--- src/rtl/la_isa_pkg.sv ---
package la_isa_pkg;

    ////////////////////
    // major opcode field

    localparam int OPC_POS = 26;   // opcode in bits 31..26
    localparam int OPC_W   = 6;

    localparam logic [OPC_W-1:0] OPC_B  = 6'b010100;   // b offs26
    localparam logic [OPC_W-1:0] OPC_BL = 6'b010101;   // bl offs26 links r1

    ////////////////////
    // 26-bit word offset, split in two pieces

    // low half sits above the high half in the word
    localparam int OFFS_LO_POS = 10;   // offs[15:0] in bits 25..10
    localparam int OFFS_LO_W   = 16;
    localparam int OFFS_HI_POS = 0;    // offs[25:16] in bits 9..0
    localparam int OFFS_HI_W   = 10;

    typedef logic [OFFS_HI_W+OFFS_LO_W-1:0] offs_t;

endpackage

--- src/rtl/fe_cfg_pkg.sv ---
package fe_cfg_pkg;

    ////////////////////
    // basic widths

    localparam int ADDR_W  = 32;
    localparam int INSTR_W = 32;
    localparam int SLOTS   = 2;    // two words per fetch for dual issue

    ////////////////////
    // vector types

    typedef logic [ADDR_W-1:0]        addr_t;       // byte address
    typedef logic [INSTR_W-1:0]       instr_t;      // one instruction word
    typedef logic [SLOTS*INSTR_W-1:0] pair_data_t;  // slot 0 in the low word
    typedef logic [SLOTS-1:0]         slot_mask_t;  // bit 0 = slot 0

    ////////////////////
    // address steps

    localparam int INSTR_BYTES = INSTR_W / 8;
    localparam int PAIR_BYTES  = SLOTS * INSTR_BYTES;   // stride between fetched pairs

endpackage
--- src/rtl/fe_top.sv ---
module fe_top #(
    parameter fe_cfg_pkg::addr_t RESET_PC = 32'h1c00_0000,
    parameter int BUF_DEPTH   = 4,
    parameter int DEC_CREDITS = 2
) (
    input  logic                   clk,
    input  logic                   i_rst_n,
    input  fe_cfg_pkg::pair_data_t i_imem_rdata,
    input  logic                   i_ex_redirect,
    input  fe_cfg_pkg::addr_t      i_ex_target,
    input  logic                   i_dec_credit,
    output logic                   o_imem_req,
    output fe_cfg_pkg::addr_t      o_imem_addr,
    output logic                   o_dec_valid,
    output fe_cfg_pkg::addr_t      o_dec_pc,
    output fe_cfg_pkg::slot_mask_t o_dec_mask,
    output fe_cfg_pkg::instr_t     o_dec_instr0,
    output fe_cfg_pkg::instr_t     o_dec_instr1
);

    ////////////////////
    // stage wires

    fe_cfg_pkg::addr_t      fetch_pc;
    logic                   fr_valid;      // fetch register to pre-decoder
    fe_cfg_pkg::addr_t      fr_pc;
    fe_cfg_pkg::slot_mask_t fr_mask;
    logic                   fr_squash;
    logic                   pd_wr;         // pre-decoder to buffer
    fe_cfg_pkg::slot_mask_t pd_mask;
    logic                   pd_redirect;
    fe_cfg_pkg::addr_t      pd_target;
    logic                   pop_credit;

    fe_pc_gen #(
        .RESET_PC  (RESET_PC),
        .BUF_DEPTH (BUF_DEPTH)
    ) fe_pc_gen_inst (
        .clk           (clk),
        .i_rst_n       (i_rst_n),
        .i_ex_redirect (i_ex_redirect),
        .i_ex_target   (i_ex_target),
        .i_pd_redirect (pd_redirect),
        .i_pd_target   (pd_target),
        .i_pop_credit  (pop_credit),
        .i_squash      (fr_squash),
        .o_imem_req    (o_imem_req),
        .o_imem_addr   (o_imem_addr),
        .o_fetch_pc    (fetch_pc)
    );

    fe_fetch_reg fe_fetch_reg_inst (
        .clk           (clk),
        .i_rst_n       (i_rst_n),
        .i_req         (o_imem_req),
        .i_fetch_pc    (fetch_pc),
        .i_ex_redirect (i_ex_redirect),
        .i_pd_redirect (pd_redirect),
        .o_valid       (fr_valid),
        .o_pc          (fr_pc),
        .o_mask        (fr_mask),
        .o_squash      (fr_squash)
    );

    // memory words line up with the fetch register outputs
    fe_predecode fe_predecode_inst (
        .i_valid    (fr_valid),
        .i_pc       (fr_pc),
        .i_mask     (fr_mask),
        .i_rdata    (i_imem_rdata),
        .o_wr       (pd_wr),
        .o_mask     (pd_mask),
        .o_redirect (pd_redirect),
        .o_target   (pd_target)
    );

    fe_instr_buffer #(
        .BUF_DEPTH   (BUF_DEPTH),
        .DEC_CREDITS (DEC_CREDITS)
    ) fe_instr_buffer_inst (
        .clk          (clk),
        .i_rst_n      (i_rst_n),
        .i_wr         (pd_wr),
        .i_pc         (fr_pc),
        .i_mask       (pd_mask),
        .i_rdata      (i_imem_rdata),
        .i_flush      (i_ex_redirect),   // resolved branch drains the queue
        .i_dec_credit (i_dec_credit),
        .o_pop_credit (pop_credit),
        .o_dec_valid  (o_dec_valid),
        .o_dec_pc     (o_dec_pc),
        .o_dec_mask   (o_dec_mask),
        .o_dec_instr0 (o_dec_instr0),
        .o_dec_instr1 (o_dec_instr1)
    );

endmodule

--- src/rtl/fe_instr_buffer.sv ---
module fe_instr_buffer #(
    parameter int BUF_DEPTH   = 4,
    parameter int DEC_CREDITS = 2
) (
    input  logic                   clk,
    input  logic                   i_rst_n,
    input  logic                   i_wr,
    input  fe_cfg_pkg::addr_t      i_pc,
    input  fe_cfg_pkg::slot_mask_t i_mask,
    input  fe_cfg_pkg::pair_data_t i_rdata,
    input  logic                   i_flush,
    input  logic                   i_dec_credit,
    output logic                   o_pop_credit,
    output logic                   o_dec_valid,
    output fe_cfg_pkg::addr_t      o_dec_pc,
    output fe_cfg_pkg::slot_mask_t o_dec_mask,
    output fe_cfg_pkg::instr_t     o_dec_instr0,
    output fe_cfg_pkg::instr_t     o_dec_instr1
);

    localparam int PTR_W = (BUF_DEPTH > 1) ? $clog2(BUF_DEPTH) : 1;
    localparam int CNT_W = $clog2(BUF_DEPTH + 1);
    localparam int DCR_W = $clog2(DEC_CREDITS + 1);

    fe_cfg_pkg::addr_t      pc_mem   [BUF_DEPTH];
    fe_cfg_pkg::slot_mask_t mask_mem [BUF_DEPTH];
    fe_cfg_pkg::pair_data_t data_mem [BUF_DEPTH];

    logic [PTR_W-1:0] rd_ptr;
    logic [PTR_W-1:0] wr_ptr;
    logic [CNT_W-1:0] count;
    logic [DCR_W-1:0] dec_credits;   // free slots on the decode side
    logic             xfer;

    function automatic logic [PTR_W-1:0] ptr_inc(input logic [PTR_W-1:0] ptr);
        if (ptr == PTR_W'(BUF_DEPTH - 1)) begin
            return '0;
        end
        return ptr + 1'b1;
    endfunction

    ////////////////////
    // storage

    always_ff @(posedge clk) begin
        if (i_wr) begin
            pc_mem[wr_ptr]   <= i_pc;
            mask_mem[wr_ptr] <= i_mask;
            data_mem[wr_ptr] <= i_rdata;
        end
    end

    ////////////////////
    // pointers and occupancy

    always_ff @(posedge clk) begin
        if (!i_rst_n || i_flush) begin
            rd_ptr <= '0;
            wr_ptr <= '0;
            count  <= '0;
        end else begin
            if (i_wr) begin
                wr_ptr <= ptr_inc(wr_ptr);
            end
            if (xfer) begin
                rd_ptr <= ptr_inc(rd_ptr);
            end
            count <= count + CNT_W'(i_wr) - CNT_W'(xfer);   // upstream credits stop overflow
        end
    end

    ////////////////////
    // decode side credits

    // decode still owns its slots across a flush
    always_ff @(posedge clk) begin
        if (!i_rst_n) begin
            dec_credits <= DCR_W'(DEC_CREDITS);
        end else begin
            dec_credits <= dec_credits - DCR_W'(xfer) + DCR_W'(i_dec_credit);
        end
    end

    assign xfer         = (count != '0) && (dec_credits != '0);
    assign o_dec_valid  = xfer;
    assign o_pop_credit = xfer;    // freed slot goes back to the pc generator

    assign o_dec_pc     = pc_mem[rd_ptr];
    assign o_dec_mask   = mask_mem[rd_ptr];
    assign o_dec_instr0 = data_mem[rd_ptr][fe_cfg_pkg::INSTR_W-1:0];
    assign o_dec_instr1 = data_mem[rd_ptr][2*fe_cfg_pkg::INSTR_W-1:fe_cfg_pkg::INSTR_W];

endmodule

--- src/rtl/fe_predecode.sv ---
module fe_predecode (
    input  logic                   i_valid,
    input  fe_cfg_pkg::addr_t      i_pc,
    input  fe_cfg_pkg::slot_mask_t i_mask,
    input  fe_cfg_pkg::pair_data_t i_rdata,
    output logic                   o_wr,
    output fe_cfg_pkg::slot_mask_t o_mask,
    output logic                   o_redirect,
    output fe_cfg_pkg::addr_t      o_target
);

    fe_cfg_pkg::instr_t instr0;
    fe_cfg_pkg::instr_t instr1;
    logic               br0;
    logic               br1;

    function automatic logic is_direct_br(input fe_cfg_pkg::instr_t instr);
        logic [la_isa_pkg::OPC_W-1:0] opc;
        opc = instr[la_isa_pkg::OPC_POS +: la_isa_pkg::OPC_W];
        return (opc == la_isa_pkg::OPC_B) || (opc == la_isa_pkg::OPC_BL);
    endfunction

    // sign extended byte offset from offs26 << 2
    function automatic fe_cfg_pkg::addr_t br_offset(input fe_cfg_pkg::instr_t instr);
        la_isa_pkg::offs_t offs;
        offs = {instr[la_isa_pkg::OFFS_HI_POS +: la_isa_pkg::OFFS_HI_W],
                instr[la_isa_pkg::OFFS_LO_POS +: la_isa_pkg::OFFS_LO_W]};
        return fe_cfg_pkg::addr_t'($signed({offs, 2'b00}));
    endfunction

    assign instr0 = i_rdata[fe_cfg_pkg::INSTR_W-1:0];
    assign instr1 = i_rdata[2*fe_cfg_pkg::INSTR_W-1:fe_cfg_pkg::INSTR_W];

    assign br0 = i_mask[0] && is_direct_br(instr0);
    assign br1 = i_mask[1] && is_direct_br(instr1);

    // slot 1 is dead after a taken slot 0 branch
    assign o_mask = br0 ? (i_mask & fe_cfg_pkg::slot_mask_t'(1)) : i_mask;

    always_comb begin
        if (br0) begin
            o_target = i_pc + br_offset(instr0);
        end else begin
            o_target = i_pc + fe_cfg_pkg::addr_t'(fe_cfg_pkg::INSTR_BYTES)
                       + br_offset(instr1);
        end
    end

    assign o_redirect = i_valid && (br0 || br1);
    assign o_wr       = i_valid;

endmodule

--- src/rtl/fe_fetch_reg.sv ---
module fe_fetch_reg (
    input  logic                   clk,
    input  logic                   i_rst_n,
    input  logic                   i_req,
    input  fe_cfg_pkg::addr_t      i_fetch_pc,
    input  logic                   i_ex_redirect,
    input  logic                   i_pd_redirect,
    output logic                   o_valid,
    output fe_cfg_pkg::addr_t      o_pc,
    output fe_cfg_pkg::slot_mask_t o_mask,
    output logic                   o_squash
);

    localparam fe_cfg_pkg::addr_t ALIGN_MASK =
        ~fe_cfg_pkg::addr_t'(fe_cfg_pkg::PAIR_BYTES - 1);

    logic                   req_q;     // a response lands this cycle
    logic                   stale_q;   // redirect seen in the request cycle
    fe_cfg_pkg::addr_t      pc_q;      // aligned pair address
    fe_cfg_pkg::slot_mask_t mask_q;

    always_ff @(posedge clk) begin
        if (!i_rst_n) begin
            req_q   <= 1'b0;
            stale_q <= 1'b0;
        end else begin
            req_q   <= i_req;
            stale_q <= i_ex_redirect || i_pd_redirect;
        end
    end

    // payload moves with the request
    always_ff @(posedge clk) begin
        if (i_req) begin
            pc_q   <= i_fetch_pc & ALIGN_MASK;
            mask_q <= {1'b1, ~i_fetch_pc[2]};   // entry at slot 1 skips slot 0
        end
    end

    // a late redirect also kills the word arriving now
    assign o_valid  = req_q && !stale_q && !i_ex_redirect;
    assign o_squash = req_q && (stale_q || i_ex_redirect);
    assign o_pc     = pc_q;
    assign o_mask   = mask_q;

endmodule

--- src/rtl/fe_pc_gen.sv ---
module fe_pc_gen #(
    parameter fe_cfg_pkg::addr_t RESET_PC = 32'h1c00_0000,
    parameter int BUF_DEPTH = 4
) (
    input  logic              clk,
    input  logic              i_rst_n,
    input  logic              i_ex_redirect,
    input  fe_cfg_pkg::addr_t i_ex_target,
    input  logic              i_pd_redirect,
    input  fe_cfg_pkg::addr_t i_pd_target,
    input  logic              i_pop_credit,
    input  logic              i_squash,
    output logic              o_imem_req,
    output fe_cfg_pkg::addr_t o_imem_addr,
    output fe_cfg_pkg::addr_t o_fetch_pc
);

    localparam int CRED_W = $clog2(BUF_DEPTH + 1);
    localparam fe_cfg_pkg::addr_t ALIGN_MASK =
        ~fe_cfg_pkg::addr_t'(fe_cfg_pkg::PAIR_BYTES - 1);

    fe_cfg_pkg::addr_t fetch_pc;     // exact pc with bit 2 possibly set
    fe_cfg_pkg::addr_t pair_pc;
    logic [CRED_W-1:0] credits;
    logic              running;      // low for one cycle after reset

    assign pair_pc = fetch_pc & ALIGN_MASK;

    // old pc is dead in a redirect cycle
    assign o_imem_req  = running && (credits != '0) && !i_ex_redirect;
    assign o_imem_addr = pair_pc;
    assign o_fetch_pc  = fetch_pc;

    ////////////////////
    // fetch pc

    always_ff @(posedge clk) begin
        if (!i_rst_n) begin
            running  <= 1'b0;
            fetch_pc <= RESET_PC;
        end else begin
            running <= 1'b1;
            if (i_ex_redirect) begin
                fetch_pc <= i_ex_target;            // resolved branch wins
            end else if (i_pd_redirect) begin
                fetch_pc <= i_pd_target;            // early b / bl
            end else if (o_imem_req) begin
                fetch_pc <= pair_pc + fe_cfg_pkg::addr_t'(fe_cfg_pkg::PAIR_BYTES);
            end
        end
    end

    ////////////////////
    // credits toward the instruction buffer

    always_ff @(posedge clk) begin
        if (!i_rst_n) begin
            credits <= CRED_W'(BUF_DEPTH);
        end else if (i_ex_redirect) begin
            // buffer and fetch register drain in this same edge
            credits <= CRED_W'(BUF_DEPTH);
        end else begin
            credits <= credits + CRED_W'(i_pop_credit) + CRED_W'(i_squash)
                       - CRED_W'(o_imem_req);
        end
    end

endmodule

--- config.mk ---
export PLATFORM = sky130hd
export DESIGN_NAME = fe_top
export DESIGN_NICKNAME = d
export VERILOG_FILES = /design/src/rtl/la_isa_pkg.sv /design/src/rtl/fe_cfg_pkg.sv /design/src/rtl/fe_top.sv /design/src/rtl/fe_instr_buffer.sv /design/src/rtl/fe_predecode.sv /design/src/rtl/fe_fetch_reg.sv /design/src/rtl/fe_pc_gen.sv
export SDC_FILE = /design/constraint.sdc
export NUM_CORES = 1
export LEC_CHECK = 0
export ABC_AREA = 1
export BUFFER_PORTS_ARGS = -buffer_cell sky130_fd_sc_hd__buf_2
export CORE_MARGIN = 10
export CORE_UTILIZATION = 50
export DETAILED_ROUTE_END_ITERATION = 6
export PLACE_DENSITY = 0.73
export SLEW_MARGIN = 40
export SYNTH_ARGS = -nofsm -noshare
export SYNTH_HDL_FRONTEND = slang
export SYNTH_SLANG_ARGS = --single-unit
--- constraint.sdc ---
create_clock -name clk -period 10.1 [get_ports clk]
set_clock_uncertainty 0.1 [all_clocks]
set_input_delay 3.03 -clock clk [delete_from_list [all_inputs] [get_ports clk]]
set_output_delay 3.03 -clock clk [all_outputs]
set_load 0.05 [all_outputs]
== Yosys cells after proc, flatten, opt, wreduce, memory -nomap -nowiden ==
Memories as Yosys holds them, arrays and structs flattened. A register that Yosys moved wholly into a read port is not among the register bits.
Cells that the tools add are included.

* Flip-flop bits (word level): 77
* Memory bits (writable): 380
* Bits of input ports: 100
* Output and inout bits: 132
* Logic and storage cells: 81
* Memories: 3

* $add $sub $neg: 13
* Equality and inequality tests: 6
* Muxes and demuxes: 24
* Bitwise operators: 2
* Reductions and logical operators: 22

{| class="wikitable"
|+ Memories
! memory !! depth !! bits a word !! rd ports !! clocked after Yosys merged registers in !! wr ports !! RTL line !! RTL
|-
| fe_instr_buffer_inst.data_mem || 4 || 64 || 1 || 1 || 1 || fe_instr_buffer.sv:27 || <nowiki>fe_cfg_pkg::pair_data_t data_mem [BUF_DEPTH];</nowiki>
|-
| fe_instr_buffer_inst.pc_mem || 4 || 29 || 1 || 1 || 1 || fe_instr_buffer.sv:25 || <nowiki>fe_cfg_pkg::addr_t pc_mem [BUF_DEPTH];</nowiki>
|-
| fe_instr_buffer_inst.mask_mem || 4 || 2 || 1 || 1 || 1 || fe_instr_buffer.sv:26 || <nowiki>fe_cfg_pkg::slot_mask_t mask_mem [BUF_DEPTH];</nowiki>
|}

{| class="wikitable"
|+ Operator list
! cell !! number
|-
| $mux 32 || 4
|-
| $add 32x32->32 || 2
|-
| $add 32x3->32 const B || 1
|-
| $add 32x4->32 const B || 1
|-
| $eq 6x5->1 const B || 4
|-
| $mux 2 || 11
|-
| $add 3x1->3 || 3
|-
| $mux 1 || 9
|-
| $reduce_bool 3->1 || 3
|-
| $logic_and 1x1->1 || 8
|-
| $logic_or 1x1->1 || 6
|-
| $sub 3x1->3 || 2
|-
| $add 2x1->2 const B || 2
|-
| $eq 2x2->1 const B || 2
|-
| $logic_not 1->1 || 3
|-
| $add 2x1->2 || 1
|-
| $not 1->1 || 2
|-
| $reduce_bool 2->1 || 1
|-
| $reduce_or 2->1 || 1
|-
| $sub 2x1->2 || 1
|}

== Longest topological paths before layout ==
* Depth after elaboration: 7
* Gate-level depth with buffers: 16
* Gate-level depth less buffers: 16

== Hierarchy ==
Synthesis repeated with hierarchy kept, for this count alone.

* Cells, all modules: 2512
* Area, all modules: 23924.2 µm²

{| class="wikitable"
|+ Modules (own cells, without submodules)
! module !! times used !! cells an instance !! area each (µm²) !! sequential area each (µm²)
|-
| fe_instr_buffer || 1 || 1021 || 15074.5 || 11991.5
|-
| fe_predecode || 1 || 998 || 4949.7 || 0.0
|-
| fe_pc_gen || 1 || 443 || 2876.5 || 720.7
|-
| fe_fetch_reg || 1 || 50 || 1023.5 || 940.9
|}

== Worst setup path before layout ==
No wires, ideal clock.

* Path type: input port to output port
* From: input i_ex_redirect
* To: output o_imem_req
* Arrival: 5.115 ns
* Required time: 6.970 ns
* Setup slack: 1.855 ns
* Stages: 2
* Path buffers: 1
* Path through: buf_2 > nor3_2

* Cells in the longest elaborated chain, start to end: 2

{| class="wikitable"
|+ RTL lines
! element !! RTL line !! RTL
|-
| from (decl) || fe_top.sv:9 || <nowiki>input logic i_ex_redirect,</nowiki>
|-
| $logic_not 1->1 || fe_pc_gen.sv:30 || <nowiki>assign o_imem_req = running && (credits != '0) && !i_ex_redirect;</nowiki>
|-
| $logic_and 1x1->1 || fe_pc_gen.sv:30 ||
|-
| to (decl) || fe_top.sv:12 || <nowiki>output logic o_imem_req,</nowiki>
|}

No other way between the ends.

== Final worst setup path ==
Same ends and word-level chain as after synthesis.

==> impl_metrics.csv <==
group,metric,value,unit
critical_path,critPathCaptureType,"primary output",
yosys,yosys_warnings,0,
final_layout,final_cells,3081,
yosys,synth_edf_count,410,
min_path,min_path_type,"reg -> reg",
floorplanning,rows,77,
final_layout,seq_area,13300,µm²
final_layout,nets,2630,
flow_run,maxCapViolCount,0,
cts,htreeDepth,2,
floorplanning,die_area,53400,µm²
sta,tightest_slew,790,ps
drt,avgRoutedWirePerCell,20.1,µm
cts,cts_buffer_depth,3,
drt,wl,61900,µm
cts,clock_latency,580,ps
final_layout,layout_common_cells,"nand2_1 (416), edfxtp_1 (410), nor2_1 (314)",
critical_path,start_kind,"primary input",
cts,cts_tree,"done",
power,power.internal,3.60,mW
placed_design,placed_cells,3000,
power,switchingPower,2.23,mW
sta,post-route-period-util,0.683,
cts,cts.repair.resized,0,
global_routing,grt_pass1_wl,93800,µm
power,irDropWorstVdd,133,µV
sta,final.setup.tns,0,ps
final_layout,area_growth,13.9,%
floorplanning,start_util,0.505,
drt,firstDrtPassIters,6,
sta,relSlewSlack,0.474,
critical_path,crit_family,"buffers and inverters",
critical_path,slowest_delay,290,ps
critical_path,worstPathCellList,"buf_2 > nor3_4 > buf_2",
final_layout,utilization,0.576,
floorplanning,core_area,44100,µm²
yosys,ys_types,50,
drt,drt_iter0_markers,1628,
critical_path,cp_slowest_cell,"buf_2",
yosys,synth-seq-cells,457,
global_routing,overflow,0,
power,p_sw_frac,0.383,
power,p_leak,10.2,nW
final_layout,insertedDiodeCount,0,
drt,vias,17000,
drt,ant_nets,0,
power,combPwrFrac,0.325,
critical_path,r2r_slack,6380,ps
power,power.share.clock,0.301,
yosys,ys.flop_type,"edfxtp_1",
power,power.density,230,nW/µm²
sta,rsz0062_at_grt,"no",
critical_path,crit_buf_inv,2,
sta,setup_viol,0,
final_layout,drive_above_1_share,0.143,
yosys,netlist_area,22300,µm²
final_layout,fillers,3791,
drt,vias_per_cell,5.52,
sta,fin_crit,6890,ps
floorplanning,fp.dieH,231,µm
floorplanning,die_x,231,µm
yosys,netlist_instances,2279,
cts,post_cts_buffers,0,
sta,slew_viol_final,0,
yosys,avgSynthCellArea,9.79,µm²
critical_path,crit_fanout,16,
cts,root_buffer,"clkbuf_16",
placed_design,portBuffers,223,
floorplanning,io_pins,232,
cts,clock_sinks,457,
placed_design,gp_congestion,0.930,
critical_path,arrival,3760,ps
final_layout,final_common_cell,"nand2_1",
global_routing,grt_pass1_vias,16500,
drt,drc,0,
final_layout,multi_input_area,7710,µm²
cts,cts_hold_buf,0,
global_routing,antenna_found_initial,0,
yosys,synth-seq-area-share,0.594,
critical_path,required,6970,ps
run_status,status,"finished clean",
yosys,synthArstFlopShare,0,
power,seqPwrFrac,0.374,
sta,fmax,0.145,GHz
global_routing,grt_max_degree,106,
sta,hold_violations,0,
critical_path,crit_top_cell,"buf_2",
critical_path,path_class,"in -> out",
cts,cts.clk_slew.worst_paths,50,ps
placed_design,dp_hpwl,43000,µm
cts,numCtsBuffers,46,
global_routing,grt_use_total,0.226,
[path summary, 6_finish.rpt]
check,cells past startpoint,startpoint,endpoint
setup / recovery,3,i_ex_redirect,o_imem_req
hold / removal,1,fe_pc_gen_inst.o_fetch_pc[2],fe_fetch_reg_inst.o_mask[0]
setup reg to reg,14,fe_fetch_reg_inst.o_mask[0],fe_pc_gen_inst.o_fetch_pc[27]
hold reg to reg,1,fe_pc_gen_inst.o_fetch_pc[2],fe_fetch_reg_inst.o_mask[0]
[synthesized netlist by cell type (all sizes together), types with 5 or more instances]
master	number	share of area
ha	67	0.038
dfxtp	47	0.042
nor3	20	0.0061
a21oi	85	0.019
clkinv	7	0.0012
nand2	422	0.072
o21bai	11	0.0037
nand3	110	0.025
inv	206	0.035
fa	5	0.0045
nand4	20	0.0059
o21ai	243	0.055
o221ai	5	0.0020
o211ai	8	0.0027
clkbuf	66	0.011
or2	11	0.0031
o22ai	96	0.027
nor2	322	0.056
buf	50	0.016
nand3b	16	0.0054
nor4	5	0.0014
edfxtp	410	0.55
xor2	14	0.0055
xnor2	13	0.0051
[state kept, by name (all words and copies together) (netlist names), named ones only]
| name | flops |
|---|---|
| fe_pc_gen_inst.credits | 3 |
| fe_instr_buffer_inst.wr_ptr | 2 |
| fe_instr_buffer_inst.dec_credits | 2 |
| fe_instr_buffer_inst.count | 3 |
| fe_fetch_reg_inst.stale_q | 1 |
| fe_instr_buffer_inst.pc_mem | 116 |
| fe_instr_buffer_inst.data_mem | 256 |
| fe_fetch_reg_inst.req_q | 1 |
| fe_fetch_reg_inst.o_mask | 1 |
| fe_instr_buffer_inst.mask_mem | 8 |
| fe_pc_gen_inst.running | 1 |
| fe_instr_buffer_inst.rd_ptr | 2 |
| fe_pc_gen_inst.o_fetch_pc | 30 |
| fe_fetch_reg_inst.o_pc | 29 |
[worst register-to-register path: cells and delay by family, from the launching register on]
family	cells	cell delay [ps]
compound gates	2	390
buf+inv	4	1050
flops	1	550
simple gates	8	1520
[metrics by stage]
| step | instance area, µm² | total power [mW] | hold WS, ps | worst slack (ps) |
|---|---|---|---|---|
| 4_1_cts | 25400 | 5.87 | 389 | 3190 |
| 5_1_grt | 25400 | 6.09 | 403 | 3160 |
| 3_5_place_dp | 23800 | 4.12 | 355 | 3200 |
| 6_report | 25400 | 5.83 | 390 | 3210 |
| 2_1_floorplan | 22300 | 3.61 | 327 | 1850 |
| 3_3_place_gp | 23700 | 4.08 | 339 | 3200 |
[area by class of cell]
class                      instances  share of cell area
sequential                       457               0.522
multi-input combinational       1498               0.303
timing repair buffer             242              0.0531
clock buffer                      55              0.0487
inverter                         213              0.0317
tap                              592              0.0292
clock inverter                    24              0.0122
[metal layers]
| layer | part of all wire | track usage |
|---|---|---|
| met1 | 0.44 | 0.308 |
| met2 | 0.47 | 0.364 |
| met3 | 0.074 | 0.0442 |
| met4 | 0.017 | 0.0557 |
| met5 | 0 | 0 |
[kinds of logic (layout without fill, tap and decap cells)]
family | Yosys count | count (layout) | synth area share
buffers and inverters | 329 | 534 | 0.0626
AOI/OAI and AO/OA | 467 | 467 | 0.116
DFF | 457 | 457 | 0.594
other | 1 | 6 | 0.000168
and+or+nand+nor | 926 | 926 | 0.174
xor gates and xnor gates | 27 | 27 | 0.0106
adders and majority gates | 72 | 72 | 0.0421
[power by group through the flow]
stage | Sequential, mW | Combinational (mW) | Clock [mW]
after global placement | 2.22 | 1.86 | 0
after floorplan | 2.18 | 1.43 | 0
after detailed placement | 2.22 | 1.90 | 0
final | 2.18 | 1.90 | 1.75
after CTS | 2.18 | 1.91 | 1.78
after global routing | 2.19 | 2.04 | 1.86
Power figures use the tool's default switching activity.
